<file path="src/cpu_consts.svh">
// CPU constants
`ifndef CPU_CONSTS_SVH
`define CPU_CONSTS_SVH

`define CPU_DATA_W   32
`define CPU_PC_W     8
`define CPU_REG_AW   5
`define CPU_DMEM_AW  6     // word address, taken from bits 7..2
`define CPU_LED_W    27

`define CPU_OP_RTYPE 6'h00
`define CPU_OP_MUL   6'h1c
`define CPU_OP_ADDI  6'h08
`define CPU_OP_LW    6'h23
`define CPU_OP_SW    6'h2b

`define CPU_FN_ADD   6'h20
`define CPU_FN_SUB   6'h22
`define CPU_FN_AND   6'h24
`define CPU_FN_OR    6'h25
`define CPU_FN_SLT   6'h2a
`define CPU_FN_SLL   6'h00
`define CPU_FN_MUL   6'h02 // only together with opcode 0x1c

`define CPU_LED_FETCH 3'd0
`define CPU_LED_RS    3'd1
`define CPU_LED_ALU   3'd2
`define CPU_LED_FLAGS 3'd3
`define CPU_LED_MEMRD 3'd4
`define CPU_LED_CTRL  3'd5
`define CPU_LED_ALUOP 3'd6
`define CPU_LED_PC    3'd7

`endif

</file>
<file path="src/cpu_pkg.sv">
// CPU shared types
`default_nettype none
`include "cpu_consts.svh"

package cpu_pkg;

    typedef struct packed {
        logic [5:0]             opcode;
        logic [`CPU_REG_AW-1:0] rs;
        logic [`CPU_REG_AW-1:0] rt;
        logic [`CPU_REG_AW-1:0] rd;
        logic [4:0]             shamt;
        logic [5:0]             funct;
    } r_fmt_t;

    typedef struct packed {
        logic [5:0]             opcode;
        logic [`CPU_REG_AW-1:0] rs;
        logic [`CPU_REG_AW-1:0] rt;
        logic [15:0]            imm;
    } i_fmt_t;

    // one instruction word, seen as R or I format
    typedef union packed {
        r_fmt_t r_fmt;
        i_fmt_t i_fmt;
    } instr_t;

    typedef enum logic [3:0] {
        ALU_ADD = 4'd0,
        ALU_SUB = 4'd1,
        ALU_AND = 4'd2,
        ALU_OR  = 4'd3,
        ALU_SLT = 4'd4,
        ALU_SLL = 4'd5,
        ALU_MUL = 4'd6
    } alu_op_t;

    typedef struct packed {
        logic    reg_write;
        logic    mem_read;
        logic    mem_write;
        logic    mem_to_reg;
        logic    alu_src_imm;
        alu_op_t alu_op;
    } ctrl_t;                   // all zero is a bubble

endpackage

`default_nettype wire

</file>
<file path="src/cpu_ifs.sv">
// Pipeline stage interfaces
`timescale 1ns/100ps
`default_nettype none
`include "cpu_consts.svh"


interface ex_mem_if import cpu_pkg::*; ();

    ctrl_t                   ctrl;
    logic [`CPU_DATA_W-1:0]  alu_result;
    logic [`CPU_DATA_W-1:0]  store_data;
    logic [`CPU_REG_AW-1:0]  dest;

    modport src (output ctrl, alu_result, store_data, dest);
    modport dst (input ctrl, alu_result, store_data, dest);
    modport mon (input ctrl, dest);      // instruction now in execute

endinterface

`default_nettype wire

</file>
<file path="src/memory_stage.sv">
// Memory and writeback stages
`timescale 1ns/100ps
`default_nettype none
`include "cpu_consts.svh"

module memory_stage import cpu_pkg::*; (
    input  logic                   SYS_clk,
    input  logic                   SYS_reset,
    ex_mem_if.dst                  ex_mem,
    output ctrl_t                  mem_ctrl,
    output logic [`CPU_REG_AW-1:0] mem_dest,
    output logic [`CPU_DATA_W-1:0] mem_alu_result,
    output logic [`CPU_DATA_W-1:0] read_data,
    output logic                   wb_en,
    output logic [`CPU_REG_AW-1:0] wb_addr,
    output logic [`CPU_DATA_W-1:0] wb_data
);

    logic [`CPU_DATA_W-1:0] dmem [2**`CPU_DMEM_AW];
    logic [`CPU_DATA_W-1:0] m_store;
    logic [`CPU_DMEM_AW-1:0] m_word;
    logic                   wb_mem_to_reg;
    logic [`CPU_DATA_W-1:0] wb_load;
    logic [`CPU_DATA_W-1:0] wb_alu;

    always_ff @(posedge SYS_clk or posedge SYS_reset)
    begin
        if (SYS_reset)
        begin
            mem_ctrl      <= '0;
            wb_en         <= 1'b0;
            wb_mem_to_reg <= 1'b0;
        end
        else
        begin
            mem_ctrl      <= ex_mem.ctrl;
            wb_en         <= mem_ctrl.reg_write;
            wb_mem_to_reg <= mem_ctrl.mem_to_reg;
        end
    end

    always_ff @(posedge SYS_clk)
    begin
        mem_alu_result <= ex_mem.alu_result;
        m_store        <= ex_mem.store_data;
        mem_dest       <= ex_mem.dest;
        wb_addr        <= mem_dest;
        wb_load        <= read_data;
        wb_alu         <= mem_alu_result;
        if (mem_ctrl.mem_write)
            dmem[m_word] <= m_store;
    end

    assign m_word    = mem_alu_result[`CPU_DMEM_AW+1:2];   // byte offset ignored
    assign read_data = dmem[m_word];
    assign wb_data   = wb_mem_to_reg ? wb_load : wb_alu;

    a_rd_wr_excl: assert property (@(posedge SYS_clk) disable iff (SYS_reset)
        !(mem_ctrl.mem_read && mem_ctrl.mem_write))
        else $error("load and store in the same slot");

endmodule

`default_nettype wire

</file>
<file path="src/flat_wrapper.sv">
// flat-port wrapper written by rule: the top's interface ports become plain ports
module memory_stage_flat import cpu_pkg::*;
  (SYS_clk, SYS_reset, mem_ctrl, mem_dest, mem_alu_result, read_data, wb_en, wb_addr, wb_data, ex_mem_ctrl, ex_mem_alu_result, ex_mem_store_data, ex_mem_dest);
  ex_mem_if ex_mem_i ();
  input  logic SYS_clk;
  input  logic SYS_reset;
  output ctrl_t mem_ctrl;
  output logic [`CPU_REG_AW-1:0] mem_dest;
  output logic [`CPU_DATA_W-1:0] mem_alu_result;
  output logic [`CPU_DATA_W-1:0] read_data;
  output logic wb_en;
  output logic [`CPU_REG_AW-1:0] wb_addr;
  output logic [`CPU_DATA_W-1:0] wb_data;
  input wire logic [$bits(ex_mem_i.ctrl)-1:0] ex_mem_ctrl;
  input wire logic [$bits(ex_mem_i.alu_result)-1:0] ex_mem_alu_result;
  input wire logic [$bits(ex_mem_i.store_data)-1:0] ex_mem_store_data;
  input wire logic [$bits(ex_mem_i.dest)-1:0] ex_mem_dest;
  assign ex_mem_i.ctrl = ex_mem_ctrl;
  assign ex_mem_i.alu_result = ex_mem_alu_result;
  assign ex_mem_i.store_data = ex_mem_store_data;
  assign ex_mem_i.dest = ex_mem_dest;
  memory_stage u_core (.SYS_clk(SYS_clk), .SYS_reset(SYS_reset), .ex_mem(ex_mem_i), .mem_ctrl(mem_ctrl), .mem_dest(mem_dest), .mem_alu_result(mem_alu_result), .read_data(read_data), .wb_en(wb_en), .wb_addr(wb_addr), .wb_data(wb_data));
endmodule
</file>
<file path="config.mk">
export PLATFORM = sky130hd
export DESIGN_NAME = memory_stage_flat
export DESIGN_NICKNAME = d
export VERILOG_FILES = /design/src/cpu_pkg.sv /design/src/cpu_ifs.sv /design/src/memory_stage.sv /design/src/flat_wrapper.sv
export VERILOG_INCLUDE_DIRS = /design/src /design/src/src
export SDC_FILE = /design/constraint.sdc
export NUM_CORES = 2
export LEC_CHECK = 0
export BUFFER_PORTS_ARGS = -buffer_cell sky130_fd_sc_hd__buf_2
export CORE_UTILIZATION = 55
export DETAILED_ROUTE_END_ITERATION = 10
export PLACE_DENSITY = 0.72
export SLEW_MARGIN = 10
export SYNTH_ARGS = -nofsm -noshare
export SYNTH_HDL_FRONTEND = slang
export SYNTH_SLANG_ARGS = --single-unit
</file>
<file path="constraint.sdc">
create_clock -name SYS_clk -period 4.4 [get_ports SYS_clk]
set_input_delay 0.22 -clock SYS_clk [delete_from_list [all_inputs] [get_ports SYS_clk]]
set_output_delay 0.22 -clock SYS_clk [all_outputs]
set_load 0.02 [all_outputs]
</file>
## Yosys cells after proc, flatten, opt, wreduce, memory -nomap -nowiden

Memory sizes are Yosys's and may differ from the RTL's. A register that Yosys moved wholly into a read port is not among the register bits.
Cells that the tools add are included.

- Output and inout bits: 116
- Logic and storage cells: 18
- Register bits: 149
- Memories kept: 1
- Memory bits (writable): 2048

- Multiplexer cells: 3

Memories:

| memory | depth | bits a word | rd ports | clocked after memory_dff | wr ports | RTL line | RTL |
|---|---|---|---|---|---|---|---|
| u_core.dmem | 64 | 32 | 1 | 1 | 1 | memory_stage.sv:19 | `` logic [`CPU_DATA_W-1:0] dmem [2**`CPU_DMEM_AW]; `` |

Operators by type and width:

| kind | count |
|---|---|
| 32-bit 2-to-1 mux | 1 |
| 1-bit 2-to-1 mux | 2 |

## Longest topological paths before layout

- Depth in word-level cells: 2
- Depth in mapped cells: 11

## Least setup slack after synthesis

No wires, ideal clock.

- Path kind: flip-flop to flip-flop
- From: register u_core.mem_alu_result[4]
- To: memory u_core.dmem[12][0] in the netlist's numbering, enable pin
- Stages on the path, launching flop included: 9
- Arrival: 3.268 ns
- Slack: 0.711 ns
- Period minus slack after synthesis: 3.689 ns
- Cell sequence: dfxtp_1 buf_6 buf_4 buf_4 buf_4 buf_2 clkbuf_1 nand3_1 nor2_1

RTL lines:

| what | RTL line | RTL |
|---|---|---|
| start: declaration | memory_stage.sv:12 | `` output logic [`CPU_DATA_W-1:0] mem_alu_result, `` |
| start signal: assignment | memory_stage.sv:44 | `mem_alu_result <= ex_mem.alu_result;` |
| end: declaration | memory_stage.sv:19 |  |

No word-level cell before the write port.

==> impl_results.md <==
* Status: finished, final reports clean
* PortBufs at just under 200
* Kind of launch point of the worst setup path: flip-flop
* Total iterations of the first detailed-routing run at 9
* GP Congestion at 0.880
* Setup total negative slack at 0 ns
* Syn nets at 4494
* Number of global-route vias before repair at between 40000 and 50000
* Total number of placement rows at 140
* Number of synthesized register bits at between 2000 and 2500
* Hold Violations, Final at 0
* Overall global routing resource usage at 30.3%
* Fraction of power consumed by sequential logic at a little over half
* Highest ir drop seen on vdd at about 530 uV
* Total power draw at 43.2 mW
* Area taken by multi-input logic gates at around 16000 um2
* Clock Path Buffers at 3
* Global-route wire length before repair at ~320 mm
* Internal Dissipation at 33.6 mW
* Most used flip-flop cell after synthesis: edfxtp_1
* Footprint of the flip-flops and latches at approximately 65000 um2
* Number of sinks driven by the clock tree at between 2000 and 2500
* Number of violations reported at the end of detailed-routing iteration 0 at ~7500
* TritonCTS clock tree: done
* Worst setup skew after layout at a little over 0.07 ns
* Total Die Area at ~150000 um2
* Number of setup violations in the final report at 0
* Critical path peak fanout at approximately 50
* Peak clock frequency supported by timing at roughly 0.23 GHz
* Rel. slew slack at ~12%
* Worst EP required at about 4.2 ns
* Fillcell total at ~9500
* Total core area at between 100000 and 150000 um2
* Simple-gate area share of the yosys netlist at roughly 2.0%
* Synthesized instance count at 4414
* Post-synthesis mux area share at 5.80%
* Largest family of logic cells by synthesized area: compound AO/OA/AOI/OAI gates
* Register bank with the most flops: u_core.dmem
* Clock power share at between 40% and 50%
* Tcrit/Tclk final at a little over nine tenths
* Share of the core filled with cells at about 65%
* Tmin final at around 4.3 ns
* Least-Margin Pin Slew at around 1.3 ns
* Flip-flop count of the largest register, all copies and words added at slightly above 2000
* Number of pins with negative max-slew slack in the final report at 0
* Type of the worst min-delay path: in -> reg
* Switch Pwr at approximately 9.6 mW
* Post-synthesis share of cell area spent on full adders, half adders and majority gates at 0%
* Compound-cell area share of the yosys netlist at a little over a tenth
* Netlist area before placement at 81100 um2
* XOR/XNOR Fraction of Synth Area at 0%
* Maximum number of pins on one net before global-route repair at about 110
* Portion of the post-synthesis area used by sequential elements at between 70% and 80%
* DRC violation count after routing at 0
* Via Count at between 40000 and 50000
* Comb pwr share at 5.9%
* Async set or reset register ratio after synthesis at less than 1%
* Count of flip-flops with a built-in enable after synthesis at around 2000
* Vertical extent of the die at ~390 um
* Number of max-cap violations at 0
* Horizontal extent of the die at 386 um
* Layout cell share with drive strength beyond 1 at 22.9%
* Leak Pwr at 30.5 nW
* Critical Path AT at ~4.1 ns
* Clock transition at the registers of the reported paths at approximately 0.06 ns
* Layout overhead on the synthesized area at 16.9%
* Detailed Place HPWL at between 100 and 150 mm
* Clock latency at the later pin of the worst-skew pair at 0.85 ns
* Starting Density at a little under three fifths
* Syn Area/Cell at 18.4 um2
* Power density over the cells at around 460 nW/um2
* Net total in the final layout at 4989
* Count of synthesis-stage warnings from yosys at 0
* Remaining antenna violation count at 0
* Total Routed Length at 228 mm
* Critical path endpoint category: output port
* Total overflow reported by the global router at 0
* Setup CP Type: reg -> out
* Total I/O pin count at approximately 200
* Vias per Instance at roughly 6.9
* Unique cell type count in the Yosys netlist at between 50 and 60
* Switching part of the total power at 22.2%
* Antenna violations before repair at 7
* H-tree level count at 4
* Master cell of the clock root buffer: clkbuf_16
* TritonCTS Buffers at roughly 210
* Detailed-route wire length per cell at between 30 and 40 um
* RSZ-0062 raised after global routing: true
## through the flow
| stage | worst slack, ns | area [um2] | hold WS (ns) | instances |
|---|---|---|---|---|
| 2_1_floorplan | 0.711 | 81100 | 0.0724 | 4414 |
| 3_3_place_gp | 0.0792 | 86500 | 0.322 | 6471 |
| 3_5_place_dp | 0.553 | 86500 | 0.324 | 6471 |
| 4_1_cts | 0.0131 | 94600 | 0.000404 | 7001 |
| 5_1_grt | -0.0480 | 94700 | 0.00804 | 7007 |
| 6_report | 0.0711 | 94700 | 0.0268 | 7009 |
## worst max-delay path: stages (launching register included)
cell and delay (ns):
dfxtp_4 0.65, buf_12 0.31, mux2_2 0.39, a221oi_1 0.38
nor2_1 0.16, a221oi_1 0.26, o22a_1 0.30, nand4_1 0.24
buf_4 0.26, buf_2 0.16
## layer usage
layer | track usage (%) | vias to the layer above | share of wire [%]
li1 | - | 19500 | -
met4 | 15.3 | 4 | 5.4
met5 | 0 | - | 0.010
met3 | 6.86 | 597 | 12
met2 | 46.3 | 3734 | 46
met1 | 41.3 | 24200 | 36
## final cells by class
| cell class | instances | area share (%) |
|---|---|---|
| multi-input combinational | 1877 | 16.5 |
| timing repair buffer | 620 | 5.68 |
| inverter | 5 | 0.0277 |
| clock buffer | 266 | 5.90 |
| clock inverter | 125 | 1.12 |
| antenna | 2 | 0.00528 |
| tap | 1917 | 2.53 |
| sequential | 2197 | 68.2 |
## logic make-up after synthesis
family                 after synthesis
DFF                               2197
AOI/OAI and AO/OA                 1152
muxes                              368
and+or+nand+nor                    357
buffers and inverters              340
## Yosys cell counts, types with 3 or more instances
cell type / number / area [um2]
nor3b_1: 4 / 30.0
clkbuf_1: 179 / 672
mux2i_1: 100 / 1000
o22ai_1: 120 / 751
a221oi_1: 375 / 3280
nand3_1: 9 / 45.0
buf_1: 42 / 158
a21oi_1: 114 / 571
and3b_1: 4 / 35.0
nor3_1: 35 / 175
nand2_1: 66 / 248
dfxtp_1: 138 / 2760
buf_2: 95 / 475
a222oi_1: 44 / 440
o221ai_1: 7 / 61.3
or3_1: 4 / 25.0
nor2_1: 167 / 627
and2_1: 3 / 18.8
o22a_1: 13 / 114
mux4_2: 61 / 1370
edfxtp_1: 2048 / 61500
nand3b_1: 4 / 30.0
a211o_1: 15 / 131
mux2_1: 19 / 214
buf_6: 6 / 67.6
nor2b_1: 8 / 50.1
buf_4: 13 / 97.6
a22oi_1: 239 / 1790
a22o_1: 8 / 70.1
inv_1: 4 / 15.0
o2bb2ai_1: 14 / 123
o21ai_0: 105 / 526
a221o_1: 33 / 330
nand4_1: 28 / 175
and3_1: 3 / 18.8
mux2_2: 188 / 2120
dfrtp_1: 11 / 275
nor4b_1: 13 / 114
a211oi_1: 55 / 413
## power by group through the flow
| stage | sequential [mW] | clock [mW] | combinational (mW) |
|---|---|---|---|
| floorplan | 23.7 | 0 | 1.23 |
| finish | 23.3 | 17.4 | 2.56 |
| CTS | 23.3 | 17.5 | 2.51 |
| global placement | 23.7 | 0 | 2.35 |
| detailed placement | 23.7 | 0 | 2.38 |
| global route | 23.3 | 18.3 | 2.66 |
## placed cells by master (no fill, tap or decap), types with 64 or more instances in the layout
cell type,count
a21oi_1,114
a221oi_1,375
a22oi_1,239
buf_12,64
buf_2,195
buf_4,218
clkbuf_16,210
dfxtp_1,101
dlygate4sd3_1,138
edfxtp_1,2048
mux2_2,188
mux2i_1,100
nor2_1,98
nor2_4,68
o21ai_0,103
o22ai_1,120
## worst paths after layout
| path | cells after the start | slack, ns | from | to |
|---|---|---|---|---|
| min | 2 | 0.03 | ex_mem_ctrl[0] | u_core.mem_ctrl[0] |
| max reg2reg | 7 | 1.09 | u_core.mem_alu_result[2] | u_core.dmem[5][15] |
| min reg2reg | 0 | 0.35 | u_core.mem_dest[0] | u_core.wb_addr[0] |
| max in group asynchronous | 3 | 3.84 | SYS_reset | u_core.wb_mem_to_reg |
| min in group asynchronous | 3 | 0.05 | SYS_reset | u_core.mem_ctrl[3] |
| max | 9 | 0.07 | u_core.mem_alu_result[4] | read_data[3] |
## timing repair
item | in CTS | in global routing
endpoints found under the setup margin | 23 | 12
hold buffers | 137 | 1
resized for setup | 11 | 6
buffers inserted | 2 | 4
endpoints found under the hold margin | 89 | 1
pin swaps | 0 | 1
Power figures use the tool's default switching activity.
