[src/cpu_consts.svh]
// CPU constants
`ifndef CPU_CONSTS_SVH
`define CPU_CONSTS_SVH

`define CPU_DATA_W   32
`define CPU_PC_W     8
`define CPU_REG_AW   5
`define CPU_DMEM_AW  6     // word address, taken from bits 7..2
`define CPU_LED_W    27

`define CPU_OP_RTYPE 6'h00
`define CPU_OP_MUL   6'h1c
`define CPU_OP_ADDI  6'h08
`define CPU_OP_LW    6'h23
`define CPU_OP_SW    6'h2b

`define CPU_FN_ADD   6'h20
`define CPU_FN_SUB   6'h22
`define CPU_FN_AND   6'h24
`define CPU_FN_OR    6'h25
`define CPU_FN_SLT   6'h2a
`define CPU_FN_SLL   6'h00
`define CPU_FN_MUL   6'h02 // only together with opcode 0x1c

`define CPU_LED_FETCH 3'd0
`define CPU_LED_RS    3'd1
`define CPU_LED_ALU   3'd2
`define CPU_LED_FLAGS 3'd3
`define CPU_LED_MEMRD 3'd4
`define CPU_LED_CTRL  3'd5
`define CPU_LED_ALUOP 3'd6
`define CPU_LED_PC    3'd7

`endif

[src/cpu_pkg.sv]
// CPU shared types
`default_nettype none
`include "cpu_consts.svh"

package cpu_pkg;

    typedef struct packed {
        logic [5:0]             opcode;
        logic [`CPU_REG_AW-1:0] rs;
        logic [`CPU_REG_AW-1:0] rt;
        logic [`CPU_REG_AW-1:0] rd;
        logic [4:0]             shamt;
        logic [5:0]             funct;
    } r_fmt_t;

    typedef struct packed {
        logic [5:0]             opcode;
        logic [`CPU_REG_AW-1:0] rs;
        logic [`CPU_REG_AW-1:0] rt;
        logic [15:0]            imm;
    } i_fmt_t;

    // one instruction word, seen as R or I format
    typedef union packed {
        r_fmt_t r_fmt;
        i_fmt_t i_fmt;
    } instr_t;

    typedef enum logic [3:0] {
        ALU_ADD = 4'd0,
        ALU_SUB = 4'd1,
        ALU_AND = 4'd2,
        ALU_OR  = 4'd3,
        ALU_SLT = 4'd4,
        ALU_SLL = 4'd5,
        ALU_MUL = 4'd6
    } alu_op_t;

    typedef struct packed {
        logic    reg_write;
        logic    mem_read;
        logic    mem_write;
        logic    mem_to_reg;
        logic    alu_src_imm;
        alu_op_t alu_op;
    } ctrl_t;                   // all zero is a bubble

endpackage

`default_nettype wire

[src/cpu_ifs.sv]
// Pipeline stage interfaces
`timescale 1ns/100ps
`default_nettype none
`include "cpu_consts.svh"

interface id_ex_if import cpu_pkg::*; ();

    ctrl_t                   ctrl;
    logic [`CPU_DATA_W-1:0]  rs_val;     // after forwarding
    logic [`CPU_DATA_W-1:0]  rt_val;
    logic [`CPU_DATA_W-1:0]  imm;        // sign extended
    logic [4:0]              shamt;
    logic [`CPU_REG_AW-1:0]  dest;
    logic [`CPU_REG_AW-1:0]  rs_addr;
    logic [`CPU_REG_AW-1:0]  rt_addr;

    modport src (output ctrl, rs_val, rt_val, imm, shamt, dest, rs_addr, rt_addr);
    modport dst (input ctrl, rs_val, rt_val, imm, shamt, dest);
    modport mon (input rs_addr, rt_addr); // source regs of the decode instruction

endinterface

interface ex_mem_if import cpu_pkg::*; ();

    ctrl_t                   ctrl;
    logic [`CPU_DATA_W-1:0]  alu_result;
    logic [`CPU_DATA_W-1:0]  store_data;
    logic [`CPU_REG_AW-1:0]  dest;

    modport src (output ctrl, alu_result, store_data, dest);
    modport dst (input ctrl, alu_result, store_data, dest);
    modport mon (input ctrl, dest);      // instruction now in execute

endinterface

`default_nettype wire

[src/execute_stage.sv]
// Execute stage and ALU
`timescale 1ns/100ps
`default_nettype none
`include "cpu_consts.svh"

module execute_stage import cpu_pkg::*; (
    input  logic       SYS_clk,
    input  logic       SYS_reset,
    id_ex_if.dst       id_ex,
    ex_mem_if.src      ex_mem,
    output logic [1:0] alu_flags       // {zero, sign}
);

    ctrl_t                  x_ctrl;
    logic [`CPU_DATA_W-1:0] x_rs;
    logic [`CPU_DATA_W-1:0] x_rt;
    logic [`CPU_DATA_W-1:0] x_imm;
    logic [4:0]             x_shamt;
    logic [`CPU_REG_AW-1:0] x_dest;
    logic [`CPU_DATA_W-1:0] op_b;
    logic [`CPU_DATA_W-1:0] alu_result;

    always_ff @(posedge SYS_clk or posedge SYS_reset)
    begin
        if (SYS_reset)
            x_ctrl <= '0;
        else
            x_ctrl <= id_ex.ctrl;
    end

    always_ff @(posedge SYS_clk)
    begin
        x_rs    <= id_ex.rs_val;
        x_rt    <= id_ex.rt_val;
        x_imm   <= id_ex.imm;
        x_shamt <= id_ex.shamt;
        x_dest  <= id_ex.dest;
    end

    assign op_b = x_ctrl.alu_src_imm ? x_imm : x_rt;

    always_comb
    begin
        case (x_ctrl.alu_op)
            ALU_ADD: alu_result = x_rs + op_b;                  // wraps
            ALU_SUB: alu_result = x_rs - op_b;
            ALU_AND: alu_result = x_rs & op_b;
            ALU_OR:  alu_result = x_rs | op_b;
            ALU_SLT: alu_result = {{(`CPU_DATA_W-1){1'b0}}, $signed(x_rs) < $signed(op_b)};
            ALU_SLL: alu_result = op_b << x_shamt;              // shifts rt
            ALU_MUL: alu_result = x_rs * op_b;                  // low word only
            default: alu_result = '0;
        endcase
    end

    assign alu_flags         = {alu_result == '0, alu_result[`CPU_DATA_W-1]};
    assign ex_mem.ctrl       = x_ctrl;
    assign ex_mem.alu_result = alu_result;
    assign ex_mem.store_data = x_rt;
    assign ex_mem.dest       = x_dest;

    a_alu_op_known: assert property (@(posedge SYS_clk) disable iff (SYS_reset)
        x_ctrl.alu_op inside {ALU_ADD, ALU_SUB, ALU_AND, ALU_OR, ALU_SLT, ALU_SLL, ALU_MUL})
        else $error("unknown alu op %h", x_ctrl.alu_op);

endmodule

`default_nettype wire

[src/flat_wrapper.sv]
// flat-port wrapper written by rule: the top's interface ports become plain ports
module execute_stage_flat import cpu_pkg::*;
  (SYS_clk, SYS_reset, alu_flags, id_ex_ctrl, id_ex_rs_val, id_ex_rt_val, id_ex_imm, id_ex_shamt, id_ex_dest, ex_mem_ctrl, ex_mem_alu_result, ex_mem_store_data, ex_mem_dest);
  id_ex_if id_ex_i ();
  ex_mem_if ex_mem_i ();
  input  logic SYS_clk;
  input  logic SYS_reset;
  output logic [1:0] alu_flags;
  input wire logic [$bits(id_ex_i.ctrl)-1:0] id_ex_ctrl;
  input wire logic [$bits(id_ex_i.rs_val)-1:0] id_ex_rs_val;
  input wire logic [$bits(id_ex_i.rt_val)-1:0] id_ex_rt_val;
  input wire logic [$bits(id_ex_i.imm)-1:0] id_ex_imm;
  input wire logic [$bits(id_ex_i.shamt)-1:0] id_ex_shamt;
  input wire logic [$bits(id_ex_i.dest)-1:0] id_ex_dest;
  output wire logic [$bits(ex_mem_i.ctrl)-1:0] ex_mem_ctrl;
  output wire logic [$bits(ex_mem_i.alu_result)-1:0] ex_mem_alu_result;
  output wire logic [$bits(ex_mem_i.store_data)-1:0] ex_mem_store_data;
  output wire logic [$bits(ex_mem_i.dest)-1:0] ex_mem_dest;
  assign id_ex_i.ctrl = id_ex_ctrl;
  assign id_ex_i.rs_val = id_ex_rs_val;
  assign id_ex_i.rt_val = id_ex_rt_val;
  assign id_ex_i.imm = id_ex_imm;
  assign id_ex_i.shamt = id_ex_shamt;
  assign id_ex_i.dest = id_ex_dest;
  assign ex_mem_ctrl = ex_mem_i.ctrl;
  assign ex_mem_alu_result = ex_mem_i.alu_result;
  assign ex_mem_store_data = ex_mem_i.store_data;
  assign ex_mem_dest = ex_mem_i.dest;
  execute_stage u_core (.SYS_clk(SYS_clk), .SYS_reset(SYS_reset), .id_ex(id_ex_i), .ex_mem(ex_mem_i), .alu_flags(alu_flags));
endmodule
[config.mk]
export PLATFORM = sky130hd
export DESIGN_NAME = execute_stage_flat
export DESIGN_NICKNAME = d
export VERILOG_FILES = /design/src/cpu_pkg.sv /design/src/cpu_ifs.sv /design/src/execute_stage.sv /design/src/flat_wrapper.sv
export VERILOG_INCLUDE_DIRS = /design/src /design/src/src
export SDC_FILE = /design/constraint.sdc
export NUM_CORES = 2
export LEC_CHECK = 0
export ABC_AREA = 0
export CORE_MARGIN = 2
export CORE_UTILIZATION = 55
export CTS_BUF_LIST = sky130_fd_sc_hd__clkbuf_16
export CTS_CLUSTER_DIAMETER = 60
export DETAILED_ROUTE_END_ITERATION = 12
export DONT_BUFFER_PORTS = 1
export HOLD_SLACK_MARGIN = 0.12
export PLACE_DENSITY = 0.7
export REMOVE_ABC_BUFFERS = 1
export SLEW_MARGIN = 40
export SYNTH_ARGS = -nofsm -noshare
export SYNTH_HDL_FRONTEND = slang
export SYNTH_SLANG_ARGS = --single-unit
[constraint.sdc]
create_clock -name SYS_clk -period 13 [get_ports SYS_clk]
set_input_delay 1.3 -clock SYS_clk [delete_from_list [all_inputs] [get_ports SYS_clk]]
set_output_delay 1.3 -clock SYS_clk [all_outputs]
set_load 0.1 [all_outputs]
# --- Yosys cells after proc, flatten, opt, wreduce, memory -nomap -nowiden ---
# Cells that the tools add are included.
# W data, S select, Z words.
classes:
  magnitude_cmp: 1
  reduce_logical: 2
  n_mul: 1
  n_shift: 1
  eq_ne: 6
  bitwise: 2
  add_sub_neg: 2
  mux: 2
op_table:
  columns: ["op", "n"]
  rows:
  - ["$pmux W32 S7", 1]
  - ["$add A32 B32 Y32", 1]
  - ["$and A32 B32 Y32", 1]
  - ["$logic_not A32 Y1", 1]
  - ["$lt A32 B32 Y1", 1]
  - ["$mul A32 B32 Y32", 1]
  - ["$mux W32", 1]
  - ["$or A32 B32 Y32", 1]
  - ["$shl A32 B5 Y32", 1]
  - ["$sub A32 B32 Y32", 1]
  - ["$eq A4 B3 Y1 const B", 3]
  - ["$eq A4 B2 Y1 const B", 2]
  - ["$eq A4 B1 Y1 const B", 1]
  - ["$logic_not A4 Y1", 1]
word_totals:
  output_inout_bits: 80
  register_bits: 115
  word_cells: 28
  input_bits: 117

# --- Logic depth before layout (Yosys ltp) ---
logic_depth:
  word_depth: 4
  depth_mapped: 33
  ltp_nobuf: 30

# --- Worst setup path after synthesis ---
# Ideal clock, no wire load.
synth_timing:
  kind: "register to output"
  start: "register u_core.x_ctrl (netlist bit u_core.ex_mem.ctrl[4])"
  end: "output alu_flags[1]"
  setup_slack_ps: 1095
  required_time_ps: 11700
  t_arrival_ps: 10605
  path_stages_with_launch: 29
  path_buffers: 3
  path_cell_list: "dfrtp_1 buf_6 buf_2 mux2i_1 clkbuf_1 nor2_1 fa_1 inv_1 fa_1 fa_1 fa_1 inv_1 fa_1 inv_1 fa_1 inv_1 fa_1 fa_1 ha_1 inv_1 nor3_1 and4_1 o21ai_1 a21o_1 a21oi_1 xnor2_1 o21ai_0 nor2_1 and4b_1"
synth_via:
  elab_chain_cells: 4
  elab_cells_between_ends: 10
  classes_between: "add/sub: 2; mul: 1; order compare: 1; shift: 1; mux: 2; bitwise: 2; reduce/logical: 1"
synth_lines:
  columns: ["element", "line", "text"]
  rows:
  - ["start, declared", "execute_stage.sv:14", "ctrl_t x_ctrl;"]
  - ["start signal, assigned", "execute_stage.sv:28", "x_ctrl <= id_ex.ctrl;"]
  - ["$mux W32 *", "execute_stage.sv:40", "assign op_b = x_ctrl.alu_src_imm ? x_imm : x_rt;"]
  - ["$mul A32 B32 Y32, or another cell as far along", "execute_stage.sv:51", "ALU_MUL: alu_result = x_rs * op_b;"]
  - ["$pmux W32 S7 *", "execute_stage.sv:44", "case (x_ctrl.alu_op)"]
  - ["net ex_mem_alu_result[27]", "flat_wrapper.sv:16", "output wire logic [$bits(ex_mem_i.alu_result)-1:0] ex_mem_alu_result;"]
  - ["$logic_not A32 Y1 *", "execute_stage.sv:56", "assign alu_flags = {alu_result == '0, alu_result[`CPU_DATA_W-1]};"]
  - ["end, declared", "flat_wrapper.sv:8", "output logic [1:0] alu_flags;"]
# The timed path passes the listed nets; every way through them passes the cells marked *.

# --- Worst setup path after layout ---
# Same ends and word-level chain as after synthesis.

==> reports/results.txt <==
For this run, design rule violations remaining after detail routing come to 0. The library cell used most frequently in the layout, excluding fill and tap cells, is inv_1. The synthesized-area fraction occupied by ao, oa, aoi and oai cells was 0.120; the shortest period the worst path allows was 12.30 ns. The clock buffer count from CTS is 17, and the number of fillers in the final layout is 4,200. The kind of cell with the highest combined delay along the critical path is adder cells.

After synthesis, the cell types taking the most area are fa_1 31%, ha_1 10%, dfxtp_1 8.1%. Counting distinct cell types in the post-synthesis netlist gives 90. The headroom to the max-slew limit was 0.352; the count of endpoints failing hold in the final timing report was 0. The run gives 0 as the remaining global-route overflow.

For this design, the CTS-stage hold fixing added 0 buffers. The clock transition at the register clock pins on the worst setup and hold paths after CTS is 0.10 ns, and the warning count from the yosys run is 0. The mux contribution to synthesized area is 0.0762, and the HPWL reported at the end of detailed placement is 87,700 µm.

The tree is rooted in a clkbuf_16. Along the worst path, the maximum fanout reaches 42. After clock tree synthesis, the setup repair step added 0 buffers. By area, the combinational part of the netlist is dominated by adder cells. The run gives 25,100 as the number of global-route vias before repair. The total number of nets in the final design came out at 3,838. The run gives 0.553 as the initial core utilization.

The tools report the total count of max-transition violations in the final report as 0. Type of the setup path with the least slack: register to output port. Together, buffers and inverters on the worst path number 6. The number of enable-type register cells in the synthesized netlist works out to 0. The initial antenna violation count is 2, and the core footprint is 47,400 µm². In this run the cell area of the synthesized design comes to 26,200 µm². The number of rows created at floorplan came out at 80.

STA classifies the critical path endpoint as an output port. The proportion of synthesized flip-flops having asynchronous set or reset was 0.0783. Post-CTS repair changed the size of 0 cells.

The period utilization is 0.946, and the post-synthesis to final-layout area growth is 7.70%. The routed wirelength normalized by instance count was 30.1 µm; the area share of the leading cell type in the synthesized netlist was 0.313. Cell with the largest stage delay on the worst path: dfrtp_4. The run finished with clean final reports. In this run the mean area of a mapped cell was 8.41 µm². The most prevalent standard cell on the critical path was fa_1.

The clock sink count came out at 115. The tool flagged a number of max-cap violations equal to 0. Summed over all failing endpoints, the final setup total negative slack is 0 ns. At the pin with the least slew margin, the transition time is 0.968 ns. Commonest register cell after synthesis: dfxtp_1.

After the first detailed-routing iteration, the DRC count stood at 2,858. The die width is 222 µm. The routed layout has 24,500 vias. The number of cells produced by synthesis was 3,118. Startpoint type of the worst setup path: a register. Data on the critical path is required at its endpoint by 11.70 ns.

Setup repair after global routing left no endpoint under its margin. The first global-routing pass estimated 165,000 µm of wire. Counting flops and latches in the post-synthesis netlist gives 115. The area of combinational cells with multiple inputs came out at 21,600 µm². The XOR/XNOR share of the synthesized area was 0.0336.

The worst hold path belongs to the class input port to async pin. The floorplan step defined a die boundary enclosing 49,500 µm². Registers take 2390 µm². The adder and majority cell fraction of the synthesized area was 0.417. Using the TritonRoute via totals, the vias-per-cell ratio works out to 6.60. The fraction of layout instances using a drive strength above 1 was 0.0973. The run gives 0.0895 as the sequential element share of the synthesized area. Static timing analysis puts the maximum clock frequency at 0.0813 GHz. In this run the deepest clock path goes through 2 buffers. Data on the critical path arrives at its endpoint at 11.00 ns. The count of buffers inserted at the top-level ports is 0. The maximum number of pins on one net before global-route repair is 56, and the number of iterations in the first detailed-routing pass is 6.

Overall die height: 222 µm. The number of top-level pins was 197; the total routing resource utilization after global routing was 0.464. TritonCTS built the clock tree.

The global placement routability congestion was 1.09; the remaining antenna violation count was 0. Summed over all layers, the routed wires come to 112,000 µm. The simple-gate portion of the synthesized area came out at 0.168. The final instance count without filler cells came out at 3,722. In this run, placement finished with an instance count of 3,688. The H-tree was split into 4 levels.

Setup violations remaining at the end of the flow were counted as 0. In the layout the commonest cells are 471 x inv_1, 459 x nor2_1, 410 x fa_1. Of all cell types, the one taking the most synthesized area is fa_1. The delay contributed by the slowest stage of the critical path came out at 0.90 ns.
[kinds of logic (layout without fill, tap and decap cells)]
kind of cell | count (synthesis) | in the layout
AO/OA/AOI/OAI | 465 | 465
adder cells (fa/ha/maj) | 629 | 629
XOR/XNOR | 99 | 99
flip-flops | 115 | 115
multiplexers | 151 | 151
AND/OR/NAND/NOR | 1015 | 1015
other | 0 | 2
buffers and inverters | 644 | 631
[through the flow]
stage                     hold WS, ns  utilization  instance area, µm²  worst slack, ns
after global placement           1.14        0.578               27400             1.69
final                           0.610        0.595               28300            0.700
after CTS                       0.604        0.595               28200             1.04
after floorplan                  1.13            -               25600           -0.817
after global routing            0.641        0.595               28200            0.584
after detailed placement         1.16        0.582               27600             1.63
[per-layer routing]
layer	vias to the layer above	share of wire	GRT usage
li1	10100	-	-
met1	12200	0.38	0.601
met2	1841	0.42	0.675
met3	396	0.13	0.142
met4	2	0.077	0.297
met5	-	0.000098	0
[synth_stat cells (11+ instances only)]
cell and count:
nor2_1 459, clkbuf_1 122, buf_1 12, mux2i_1 85, a211oi_1 24, a31oi_1 16
nand3_1 33, nor4_1 20, xnor2_1 87, o22ai_1 14, dfxtp_1 106, nand4_1 16
ha_1 219, o211ai_1 37, xor2_1 11, nor2b_1 21, inv_1 474, or3_1 12
a221o_1 13, nor3_1 38, a221oi_1 18, mux4_2 35, o21ai_0 86, fa_1 410
and3_1 11, o31ai_1 11, o221ai_1 11, nand2b_1 18, nand2_1 322, mux2_2 30
a21o_1 15, a2111oi_0 12, and2_1 12, a21oi_1 108
[layout make-up]
| class | count | share of cell area |
|---|---|---|
| antenna | 2 | 0.000177 |
| clock inverter | 14 | 0.00624 |
| inverter | 489 | 0.0650 |
| sequential | 115 | 0.0846 |
| timing repair buffer | 110 | 0.0353 |
| tap | 615 | 0.0272 |
| clock buffer | 18 | 0.0159 |
| multi-input combinational | 2359 | 0.766 |
[sequential cells by signal (all words and copies together) (netlist names)]
register and count:
u_core.ex_mem.store_data 32, u_core.x_imm 32, u_core.x_rs 32, u_core.ex_mem.ctrl 9, u_core.ex_mem.dest 5, u_core.x_shamt 5
[path summary, 6_finish.rpt]
kind	startpoint	to	slack, ns	depth (start not counted)
min in group SYS_clk	id_ex_rs_val[15]	u_core.x_rs[15]$_DFF_P_	0.80	0
hold / removal	SYS_reset	u_core.ex_mem.ctrl[3]$_DFF_PP0_	0.61	1
setup / recovery	u_core.ex_mem.ctrl[4]$_DFF_PP0_	alu_flags[1]	0.70	28
max in group asynchronous	SYS_reset	u_core.ex_mem.ctrl[4]$_DFF_PP0_	12.09	1
Power is not shown: default switching activity piles up to over one toggle a cycle in this logic, so the estimate is an artifact.
