==> config.mk <==
export PLATFORM = sky130hd
export DESIGN_NAME = hazard_unit_flat
export DESIGN_NICKNAME = d
export VERILOG_FILES = /design/src/cpu_pkg.sv /design/src/cpu_ifs.sv /design/src/hazard_unit.sv /design/src/flat_wrapper.sv
export VERILOG_INCLUDE_DIRS = /design/src /design/src/src
export SDC_FILE = /design/constraint.sdc
export NUM_CORES = 1
export LEC_CHECK = 0
export ABC_AREA = 1
export BUFFER_PORTS_ARGS = -buffer_cell sky130_fd_sc_hd__buf_2
export CAP_MARGIN = 15
export CORE_AREA = 2 2 45 47
export DETAILED_ROUTE_END_ITERATION = 6
export DIE_AREA = 0 0 47 49
export PLACE_DENSITY = 0.79
export RECOVER_POWER = 50
export SYNTH_ARGS = -nofsm -noshare
export SYNTH_HDL_FRONTEND = slang
export SYNTH_SLANG_ARGS = --single-unit
==> constraint.sdc <==
create_clock -name vclk -period 0.91
set_input_delay 0.182 -clock vclk [all_inputs]
set_output_delay 0.182 -clock vclk [all_outputs]
set_load 0.01 [all_outputs]
==> src/cpu_consts.svh <==
// CPU constants
`ifndef CPU_CONSTS_SVH
`define CPU_CONSTS_SVH

`define CPU_DATA_W   32
`define CPU_PC_W     8
`define CPU_REG_AW   5
`define CPU_DMEM_AW  6     // word address, taken from bits 7..2
`define CPU_LED_W    27

`define CPU_OP_RTYPE 6'h00
`define CPU_OP_MUL   6'h1c
`define CPU_OP_ADDI  6'h08
`define CPU_OP_LW    6'h23
`define CPU_OP_SW    6'h2b

`define CPU_FN_ADD   6'h20
`define CPU_FN_SUB   6'h22
`define CPU_FN_AND   6'h24
`define CPU_FN_OR    6'h25
`define CPU_FN_SLT   6'h2a
`define CPU_FN_SLL   6'h00
`define CPU_FN_MUL   6'h02 // only together with opcode 0x1c

`define CPU_LED_FETCH 3'd0
`define CPU_LED_RS    3'd1
`define CPU_LED_ALU   3'd2
`define CPU_LED_FLAGS 3'd3
`define CPU_LED_MEMRD 3'd4
`define CPU_LED_CTRL  3'd5
`define CPU_LED_ALUOP 3'd6
`define CPU_LED_PC    3'd7

`endif

==> src/cpu_pkg.sv <==
// CPU shared types
`default_nettype none
`include "cpu_consts.svh"

package cpu_pkg;

    typedef struct packed {
        logic [5:0]             opcode;
        logic [`CPU_REG_AW-1:0] rs;
        logic [`CPU_REG_AW-1:0] rt;
        logic [`CPU_REG_AW-1:0] rd;
        logic [4:0]             shamt;
        logic [5:0]             funct;
    } r_fmt_t;

    typedef struct packed {
        logic [5:0]             opcode;
        logic [`CPU_REG_AW-1:0] rs;
        logic [`CPU_REG_AW-1:0] rt;
        logic [15:0]            imm;
    } i_fmt_t;

    // one instruction word, seen as R or I format
    typedef union packed {
        r_fmt_t r_fmt;
        i_fmt_t i_fmt;
    } instr_t;

    typedef enum logic [3:0] {
        ALU_ADD = 4'd0,
        ALU_SUB = 4'd1,
        ALU_AND = 4'd2,
        ALU_OR  = 4'd3,
        ALU_SLT = 4'd4,
        ALU_SLL = 4'd5,
        ALU_MUL = 4'd6
    } alu_op_t;

    typedef struct packed {
        logic    reg_write;
        logic    mem_read;
        logic    mem_write;
        logic    mem_to_reg;
        logic    alu_src_imm;
        alu_op_t alu_op;
    } ctrl_t;                   // all zero is a bubble

endpackage

`default_nettype wire

==> src/cpu_ifs.sv <==
// Pipeline stage interfaces
`timescale 1ns/100ps
`default_nettype none
`include "cpu_consts.svh"

interface id_ex_if import cpu_pkg::*; ();

    ctrl_t                   ctrl;
    logic [`CPU_DATA_W-1:0]  rs_val;     // after forwarding
    logic [`CPU_DATA_W-1:0]  rt_val;
    logic [`CPU_DATA_W-1:0]  imm;        // sign extended
    logic [4:0]              shamt;
    logic [`CPU_REG_AW-1:0]  dest;
    logic [`CPU_REG_AW-1:0]  rs_addr;
    logic [`CPU_REG_AW-1:0]  rt_addr;

    modport src (output ctrl, rs_val, rt_val, imm, shamt, dest, rs_addr, rt_addr);
    modport dst (input ctrl, rs_val, rt_val, imm, shamt, dest);
    modport mon (input rs_addr, rt_addr); // source regs of the decode instruction

endinterface

interface ex_mem_if import cpu_pkg::*; ();

    ctrl_t                   ctrl;
    logic [`CPU_DATA_W-1:0]  alu_result;
    logic [`CPU_DATA_W-1:0]  store_data;
    logic [`CPU_REG_AW-1:0]  dest;

    modport src (output ctrl, alu_result, store_data, dest);
    modport dst (input ctrl, alu_result, store_data, dest);
    modport mon (input ctrl, dest);      // instruction now in execute

endinterface

`default_nettype wire

==> src/hazard_unit.sv <==
// Stall and forward detection
`timescale 1ns/100ps
`default_nettype none
`include "cpu_consts.svh"

module hazard_unit import cpu_pkg::*; (
    input  instr_t                 d_instr,
    id_ex_if.mon                   id_ex,
    ex_mem_if.mon                  ex_mem,
    input  ctrl_t                  mem_ctrl,   // instruction in the memory stage
    input  logic [`CPU_REG_AW-1:0] mem_dest,
    output logic                   stall,
    output logic                   fwd_rs,
    output logic                   fwd_rt
);

    logic reads_rs;
    logic reads_rt;
    logic ex_hit;
    logic load_hit;
    logic mem_alu;

    function automatic logic hit(input logic [`CPU_REG_AW-1:0] dest,
                                 input logic [`CPU_REG_AW-1:0] src,
                                 input logic                   used);
        return used && (dest != '0) && (dest == src);
    endfunction

    // which source regs the decode instruction really reads
    always_comb
    begin
        reads_rs = 1'b0;
        reads_rt = 1'b0;
        case (d_instr.r_fmt.opcode)
            `CPU_OP_RTYPE, `CPU_OP_MUL, `CPU_OP_SW:
            begin
                reads_rs = 1'b1;
                reads_rt = 1'b1;
            end
            `CPU_OP_ADDI, `CPU_OP_LW: reads_rs = 1'b1;
            default: ;
        endcase
    end

    assign ex_hit   = ex_mem.ctrl.reg_write &&
                      (hit(ex_mem.dest, id_ex.rs_addr, reads_rs) ||
                       hit(ex_mem.dest, id_ex.rt_addr, reads_rt));
    assign load_hit = mem_ctrl.mem_read &&
                      (hit(mem_dest, id_ex.rs_addr, reads_rs) ||
                       hit(mem_dest, id_ex.rt_addr, reads_rt));   // load data not ready yet
    assign stall    = ex_hit || load_hit;

    assign mem_alu  = mem_ctrl.reg_write && !mem_ctrl.mem_read;
    assign fwd_rs   = mem_alu && hit(mem_dest, id_ex.rs_addr, reads_rs);
    assign fwd_rt   = mem_alu && hit(mem_dest, id_ex.rt_addr, reads_rt);

endmodule

`default_nettype wire

==> src/flat_wrapper.sv <==
// flat-port wrapper written by rule: the top's interface ports become plain ports
module hazard_unit_flat import cpu_pkg::*;
  (d_instr, mem_ctrl, mem_dest, stall, fwd_rs, fwd_rt, id_ex_rs_addr, id_ex_rt_addr, ex_mem_ctrl, ex_mem_dest);
  id_ex_if id_ex_i ();
  ex_mem_if ex_mem_i ();
  input  instr_t d_instr;
  input  ctrl_t mem_ctrl;
  input  logic [`CPU_REG_AW-1:0] mem_dest;
  output logic stall;
  output logic fwd_rs;
  output logic fwd_rt;
  input wire logic [$bits(id_ex_i.rs_addr)-1:0] id_ex_rs_addr;
  input wire logic [$bits(id_ex_i.rt_addr)-1:0] id_ex_rt_addr;
  input wire logic [$bits(ex_mem_i.ctrl)-1:0] ex_mem_ctrl;
  input wire logic [$bits(ex_mem_i.dest)-1:0] ex_mem_dest;
  assign id_ex_i.rs_addr = id_ex_rs_addr;
  assign id_ex_i.rt_addr = id_ex_rt_addr;
  assign ex_mem_i.ctrl = ex_mem_ctrl;
  assign ex_mem_i.dest = ex_mem_dest;
  hazard_unit u_core (.d_instr(d_instr), .id_ex(id_ex_i), .ex_mem(ex_mem_i), .mem_ctrl(mem_ctrl), .mem_dest(mem_dest), .stall(stall), .fwd_rs(fwd_rs), .fwd_rt(fwd_rt));
endmodule
### Word-level counts from Yosys, hierarchy flattened

Index checks and enable logic that the tools add are counted.

| cells by class | value |
|---|---|
| mux-type cells | 2 |
| equality and inequality tests | 8 |
| reductions and logical operators | 22 |

Operators with widths:

| kind | number |
|---|---|
| 5-bit == test | 4 |
| 1-bit logical AND | 13 |
| 6-bit == test, second input constant | 2 |
| 5-bit nonzero test | 2 |
| 6-bit by 4-bit == test with 1-bit output, second input constant | 1 |
| 6-bit by 5-bit == test with 1-bit output, second input constant | 1 |
| 6-bit logical NOT | 1 |
| 5-bit OR reduction | 1 |
| 1-bit logical OR | 3 |
| 3-bit OR reduction | 1 |
| 1-bit 2-to-1 mux | 2 |
| 1-bit logical NOT | 1 |

| word-level totals | value |
|---|---|
| output and inout port bits | 3 |
| logic and storage cells | 32 |
| bits of input ports | 70 |
| register bits after elaboration | 0 |

### Logic depth before layout (Yosys ltp)

Gate-level depths: netlist (run 1).

| logic depth | value |
|---|---|
| word-level depth | 8 |
| gate-level depth with buffers | 11 |
| depth with buffers taken out | 11 |

### Worst setup path after synthesis (run 1)

Ideal clock, no wire load.

| timing | value |
|---|---|
| path kind | input port to output port |
| from | in d_instr[27] (netlist bit) |
| to | out fwd_rs |
| data required time | 0.728 ns |
| buffers on the path | 0 |
| path slack | -0.177 ns |
| cell stages on the path | 7 |
| arrival time | 0.905 ns |
| cell sequence | nor2_1 -> nand3_1 -> nand2_1 -> nor2_1 -> nand2_1 -> nand2_1 -> nor3_1 |

| on the way | value |
|---|---|
| longest elaborated chain between the ends | 6 |
| elaborated cells on any way between the ends | 10 |
| those cells by class | 4 x eq/ne; 1 x mux; 5 x reduce/logical |

RTL lines:

| what | line | source |
|---|---|---|
| start: declaration | flat_wrapper.sv:6 | `input instr_t d_instr;` |
| 6-bit by 4-bit == test with 1-bit output (tied with other cells) | hazard_unit.sv:34 | `case (d_instr.r_fmt.opcode)` |
| 5-bit OR reduction (no source line) (*) | - |  |
| 1-bit 2-to-1 mux (*) | hazard_unit.sv:34 |  |
| 1-bit logical AND (*) (2 in a row) | hazard_unit.sv:26 | `return used && (dest != '0) && (dest == src);` |
| 1-bit logical AND (*) | hazard_unit.sv:54 | `assign fwd_rs = mem_alu && hit(mem_dest, id_ex.rs_addr, reads_rs);` |
| end: declaration | flat_wrapper.sv:10 | `output logic fwd_rs;` |

Mark *: on every way between the ends. The rest lies on a longest branch, timed or not.

### Worst setup path in the final report (run 1)

| timing | value |
|---|---|
| from | in d_instr[26] (netlist bit) |
| to | out stall |

| on the way | value |
|---|---|
| longest elaborated chain between the ends | 8 |
| elaborated cells on any way between the ends | 22 |
| those cells by class | 4 x eq/ne; 2 x mux; 16 x reduce/logical |

RTL lines:

| what | line | source |
|---|---|---|
| 6-bit by 4-bit == test with 1-bit output (tied with other cells) | hazard_unit.sv:34 |  |
| 5-bit OR reduction (no source line) or 3-bit OR reduction (tied branches) | - |  |
| 1-bit 2-to-1 mux | hazard_unit.sv:34 |  |
| 1-bit logical AND (2 in a row) | hazard_unit.sv:26 |  |
| 1-bit logical OR (on tied branches) | hazard_unit.sv:46, hazard_unit.sv:49 |  |
| 1-bit logical AND (on tied branches) | hazard_unit.sv:45, hazard_unit.sv:48 |  |
| 1-bit logical OR (*) | hazard_unit.sv:51 | `assign stall = ex_hit \|\| load_hit;` |
| end: declaration | flat_wrapper.sv:9 | `output logic stall;` |

Marked as above.

==> results of run 1 <==
## area by class of cell
type               instances  area [µm²]
multi-input cells         79         573
repair buffers            33         234
inverters                 13        58.8
well taps                 27        33.8
fillers                  181         942
## cells in the final DEF (no fill, tap or decap), drive strengths merged
cell / n
buf: 33
nor3: 2
nand4: 1
xnor2: 13
o21ai: 1
nand3: 10
nand2: 28
xor2: 4
inv: 13
nor2: 17
or2: 1
a21oi: 2
## worst paths after layout
check / from / to / slack (ns)
hold / removal: mem_ctrl[7] / fwd_rs / 0.65
setup / recovery: d_instr[26] / stall / -0.36
## critical path, stage by stage
cell,delay (ns)
buf_4,0.13
nor2_4,0.15
nand3_2,0.11
nand3_1,0.13
nand3_2,0.10
nand2_1,0.07
nand2_1,0.05
nand2_2,0.06
buf_6,0.09
## through the flow
step | total power, µW | setup TNS [ns] | area (µm²) | hold slack, ns
after floorplan | 146 | -0.113 | 514 | 0.397
final | 374 | -1.00 | 900 | 0.650
after CTS | 315 | -0.883 | 788 | 0.650
after detailed placement | 280 | -1.15 | 716 | 0.651
after global routing | 408 | -1.25 | 900 | 0.677
after global placement | 273 | -1.05 | 716 | 0.648
## timing repair
action	CTS	global route
setup endpoints to repair	3	3
setup buffers	0	0
pin swaps	10	3
endpoints found under the hold margin	0	0
gates resized for setup	18	32
## power by group through the flow
stage / combinational (µW) / clock (µW) / sequential [µW]
detailed placement: 280 / 0 / 0
finish: 374 / 0 / 0
global placement: 273 / 0 / 0
CTS: 315 / 0 / 0
floorplan: 146 / 0 / 0
global route: 408 / 0 / 0
## logic make-up after synthesis
group | Yosys count | share of synthesized area (%)
and+or+nand+nor | 59 | 53.9
xor gates and xnor gates | 17 | 32.2
buffers and inverters | 13 | 10.6
AOI/OAI and AO/OA | 3 | 3.25
## layer usage
layer / part of all wire [%] / track usage (%) / routed length (µm) / up-vias
met5: 0 / 0 / 0 / -
met3: 6.0 / 0.741 / 92 / 2
met1: 41 / 16.5 / 628 / 305
met2: 52 / 24.2 / 797 / 21
met4: 0.65 / 0.926 / 10 / 0
li1: - / - / - / 348
==> out/qor.yml, run 1 <==
outcome: "finished, violations left"
violations: "negative setup slack"
grt-ovfl-total: 0
syn2layout_area_growth_pct: 94.9
ctsHoldBuffers: 0
start_util_pct: 25.1
whs_path_depth: 3
p_per_area_nw_per_um2: 415
synth_area_um2: 462
irDropWorstVdd_v: 0.000173
cellLeakagePower_uw: 0.000438
ys_seq_area_share_pct: 0
finalSetupViolCount: 3
worst_ep_required_time_ns: 0.73
power.internal_uw: 185
combPwrFrac_pct: 100.0
syn_avg_cell_area_um2: 5.02
sequentialPowerShare_pct: 0
die_height_um: 49
io_pins: 73
power_switching_uw: 188
cap_viol_max_count: 0
grt_usage_pct: 13.1
rows: 16
vias: 676
gp_congestion: 0.775
drt-initial-drc-count: 7
die_w_um: 47
hold_viol_final: 0
fin_crit_sh_pct: 139
nets: 197
synth_commonest_cells: "28 x nand2_1, 16 x nor2_1, 13 x xnor2_1"
port_buffers: 32
grt_pass1_wl_um: 2420
drive_gt1_share_pct: 60.0
path_max_fanout: 3
regArea_um2: 0
switching_share_pct: 50.4
setup_slack_ns: -0.357
min_path_type: "input port to primary output"
vias_per_cell: 4.45
wl_per_cell_um: 10.1
wirelength_um: 1530
core-area_um2: 1840
grt_max_degree: 5
synth.largest_area_cell: "xnor2_1"
synth_cells: 92
max_freq_mhz: 789
dieArea_um2: 2300
pre_cts_ws_ns: -0.416
p_clk_share_pct: 0
rsz0062_at_grt: "yes"
crit_type: "input port to primary output"
yosysTopAreaCellShare_pct: 24.7
first_global_vias: 632
ant_nets: 0
final_util_pct: 48.8
seq_cell_count: 0
layout.cells.non_filler: 152
dp.final_hpwl_um: 1220
relSlewSlack_pct: 88.8
diodes: 0
place_inst: 152
yosys.cell_count.top_type: "nand2_1"
ys_types: 14
nClkBuffers: 0
remaining_drc_errors: 0
cp-end-kind: "primary output"
synth_warnings: 0
start_kind: "input port"
synthTopCellsByArea: "xnor2_1 25%, nand2_1 23%, nor2_1 13%, nand3_1 9.8%, xor2_1 7.6%"
dr.pass1.iters: 4
worst_pin_slew_ns: 0.166
period_needed_ns: 1.27
syn-num-nets: 162
antenna_found_initial: 0
crit_arrival_ns: 1.08
drv_slew: 0
Power figures use the tool's default switching activity.
==> run 2: changes to the inputs <==
- ABC_AREA: 1 -> unset
- CORE_AREA: 2 2 45 47 -> 2 2 43 45
- DIE_AREA: 0 0 47 49 -> 0 0 45 47
- PLACE_DENSITY: 0.79 -> 0.8
- REMOVE_ABC_BUFFERS: unset -> 1
==> out/qor.yml, run 2 <==
outcome: "finished, violations left"
violations: "negative setup slack"
relSlewSlack_pct: 79.9
diodes: 0
die_w_um: 45
sequentialPowerShare_pct: 0
synth_cells: 48
grt_usage_pct: 11.5
cp-end-kind: "primary output"
drv_slew: 0
max_freq_mhz: 634
drive_gt1_share_pct: 60.6
multi_input_area_um2: 423
crit_arrival_ns: 1.39
synthTopCellsByArea: "xnor2_1 35%, xor2_1 12%, a2111oi_2 8.1%, nand3_1 5.4%, o21ai_1 5.4%"
synth_commonest_cells: "15 x xnor2_1, 5 x xor2_1, 4 x nand3_1, 4 x o21ai_1"
grt_pass1_wl_um: 1900
worst_ep_required_time_ns: 0.73
hold_end: "stall"
p_clk_share_pct: 0
ys_seq_area_share_pct: 0
min_path_type: "input port to primary output"
min_from: "mem_ctrl[7]"
cpPeakStageDelay_ns: 0.41
final_util_pct: 45.7
ant_nets: 0
gp_congestion: 0.762
yosysTopAreaCellShare_pct: 35.5
syn_avg_cell_area_um2: 7.72
wirelength_um: 1370
dr.pass1.iters: 4
crit_type: "input port to primary output"
worst_path_max_delay_cell: "a2111oi_2"
path_max_fanout: 3
irDropWorstVdd_v: 0.000202
remaining_drc_errors: 0
start_kind: "input port"
yosys.cell_count.top_type: "xnor2_1"
synth_warnings: 0
grt_max_degree: 4
p_per_area_nw_per_um2: 415
port_buffers: 32
wl_per_cell_um: 12.3
period_needed_ns: 1.58
whs_path_depth: 4
final_common_cell: "buf_2"
first_global_vias: 497
nets: 166
worst-path-stages: 7
rsz0062_at_grt: "yes"
power_switching_uw: 135
critPathTopFamily: "compound AO/OA/AOI/OAI gates"
vias: 535
finalPower_uw: 313
nClkBuffers: 0
ctsHoldBuffers: 0
setup_tns_ns: -1.95
hold_viol_final: 0
regArea_um2: 0
seq_cell_count: 0
start_util_pct: 22.4
drt-initial-drc-count: 2
cap_viol_max_count: 0
switching_share_pct: 43.2
antenna_found_initial: 0
grt-ovfl-total: 0
vias_per_cell: 4.82
io_pins: 73
power.internal_uw: 178
rows: 15
ys_types: 18
layout_common_cells: "26 x buf_2, 15 x xnor2_1, 14 x buf_4"
fin_crit_sh_pct: 173
synth.largest_area_cell: "xnor2_1"
fillers: 165
synth_area_um2: 370
cellLeakagePower_uw: 0.000324
die_height_um: 47
crit_chain: "buf_8 > nor2_4 > nand4_1 > a2111oi_2 > a31oi_1 > o21ai_1 > buf_2"
dieArea_um2: 2120
worst_pin_slew_ns: 0.301
combPwrFrac_pct: 100.0
finalSetupViolCount: 3
worst-path-buf-inv: 2
syn2layout_area_growth_pct: 104
setup_slack_ns: -0.666
core-area_um2: 1650
run 2: cells by family after synthesis:
logic type       Yosys count  share of synthesized area [%]
XOR/XNOR                  20                           47.3
AO/OA/AOI/OAI              9                           19.9
AND/OR/NAND/NOR           19                           32.8
run 2: through the flow:
stage,instances,hold slack [ns],setup slack [ns],area (µm²)
3_3_place_gp,109,0.696,-0.625,642
5_1_grt,111,0.712,-0.745,754
6_report,111,0.702,-0.666,754
4_1_cts,110,0.702,-0.626,688
2_1_floorplan,48,0.510,-0.389,370
3_5_place_dp,109,0.702,-0.654,642
run 2: worst max path at each step:
stage / to / from / slack [ns]
floorplan: stall / d_instr[31] / -0.39
global placement: stall / d_instr[31] / -0.62
detailed placement: stall / d_instr[31] / -0.65
CTS: stall / mem_dest[1] / -0.63
global route: stall / d_instr[28] / -0.75
finish: stall / d_instr[28] / -0.67
run 2: final cells by class:
type               instances  area share [%]
repair buffers            46            41.1
multi-input cells         48            56.1
well taps                 17            2.82
run 2: timing repair:
action,CTS,global route
setup buffers,1,1
gates resized for setup,8,12
cloned,0,0
setup endpoints to repair,3,3
pin swaps,3,5
run 2: power groups by stage:
stage / registers (µW) / clock network (µW) / logic, µW
3_5_place_dp: 0 / 0 / 262
4_1_cts: 0 / 0 / 283
5_1_grt: 0 / 0 / 337
2_1_floorplan: 0 / 0 / 107
6_report: 0 / 0 / 313
3_3_place_gp: 0 / 0 / 255
run 2: layer usage:
metal	global-route usage, %	up-vias	part of all wire (%)
met5	0	-	0
met4	1.76	0	2.0
met3	0	2	6.1
met2	22.3	22	54
met1	14.5	241	38
li1	-	270	-
==> run 3: changes to the inputs <==
- TNS_END_PERCENT: unset -> 20
==> out/qor.yml, run 3 (synthesized netlist as in run 2, its figures left out) <==
crit_arrival_ns: 1.38
max_freq_mhz: 641
wirelength_um: 1200
path_max_fanout: 3
grt_usage_pct: 11.0
nets: 164
vias_per_cell: 4.75
core-area_um2: 1650
nClkBuffers: 0
first_global_vias: 478
relSlewSlack_pct: 77.4
min_path_type: "input port to primary output"
hold_viol_final: 0
p_per_area_nw_per_um2: 410
worst_ep_required_time_ns: 0.73
fillers: 168
drive_gt1_share_pct: 56.5
diodes: 0
start_util_pct: 22.4
ctsHoldBuffers: 0
timing.hold.ws_ns: 0.700
seq_cell_count: 0
remaining_drc_errors: 0
hold_end: "stall"
fin_area_um2: 691
cp-end-kind: "primary output"
multi_input_area_um2: 398
met1_length_um: 498
die_height_um: 47
die_w_um: 45
dieArea_um2: 2120
grt-ovfl-total: 0
dr_wl_met2_um: 582
io_pins: 73
cap_viol_max_count: 0
violations: "negative setup slack"
regArea_um2: 0
outcome: "finished, violations left"
grt_pass1_wl_um: 1810
drv_slew: 0
port_buffers: 32
final_common_cell: "buf_2"
grt_max_degree: 4
rows: 15
gp_congestion: 0.762
cellLeakagePower_uw: 0.000304
layout.cells.non_filler: 109
syn2layout_area_growth_pct: 86.5
wl_per_cell_um: 11.0
setup_slack_ns: -0.651
antenna_found_initial: 0
whs_path_depth: 4
worst_pin_slew_ns: 0.337
pre_cts_ws_ns: -0.654
vias: 518
rsz0062_at_grt: "yes"
period_needed_ns: 1.56
layout_common_cells: "28 x buf_2, 15 x xnor2_1, 13 x buf_4"
finalPower_uw: 283
min_from: "mem_ctrl[7]"
ant_nets: 0
start_kind: "input port"
dr.pass1.iters: 3
route.met3.wl_um: 72
crit_type: "input port to primary output"
place_inst: 109
fin_crit_sh_pct: 172
irDropWorstVdd_v: 0.000190
cts_setup_buffers: 0
finalSetupViolCount: 3
place_area_um2: 642
top_layer_used: "met4"
drt-initial-drc-count: 3
==> run 3: cell count changes in the layout (fill, tap and decap cells not counted), sizes merged <==
cell	change
buf	-2
==> run 3: worst max path at each step <==
stage	startpoint	end	slack (ns)
floorplan	d_instr[31]	stall	-0.39
global placement	d_instr[31]	stall	-0.62
detailed placement	d_instr[31]	stall	-0.65
CTS	mem_dest[1]	stall	-0.64
global route	d_instr[28]	stall	-0.72
finish	mem_dest[2]	stall	-0.65
==> run 3: power breakdown <==
part / internal, µW / switching (µW)
logic: 160 / 123
registers: 0 / 0
clock network: 0 / 0
==> run 3: metrics by stage <==
step                setup TNS (ns)  util, %
global placement             -1.84     38.9
floorplan                    -1.13        -
finish                       -1.88     41.8
global route                 -2.06     41.8
CTS                          -1.85     39.6
detailed placement           -1.91     38.9
==> run 3: critical path: stages <==
cell       delay (ns)
buf_2            0.13
or4_4            0.52
nor2_4           0.14
a2111oi_4        0.05
o21ai_1          0.15
o21ai_1          0.07
buf_2            0.14
==> run 3: repair_timing <==
item                                    CTS  global route
gates resized for setup                   3             7
pin swaps                                 2             3
endpoints found under the setup margin    3             3
==> run 3: per-layer routing <==
metal,vias up,GRT usage (%)
li1,265,-
met1,227,13.6
met2,22,21.4
met3,4,0
met4,0,1.76
met5,-,0
==> run 3: final cells by class <==
| class | count | share of cell area (%) |
|---|---|---|
| Multi-Input combinational cell | 48 | 57.6 |
| Timing Repair Buffer | 44 | 39.3 |
| Tap cell | 17 | 3.08 |
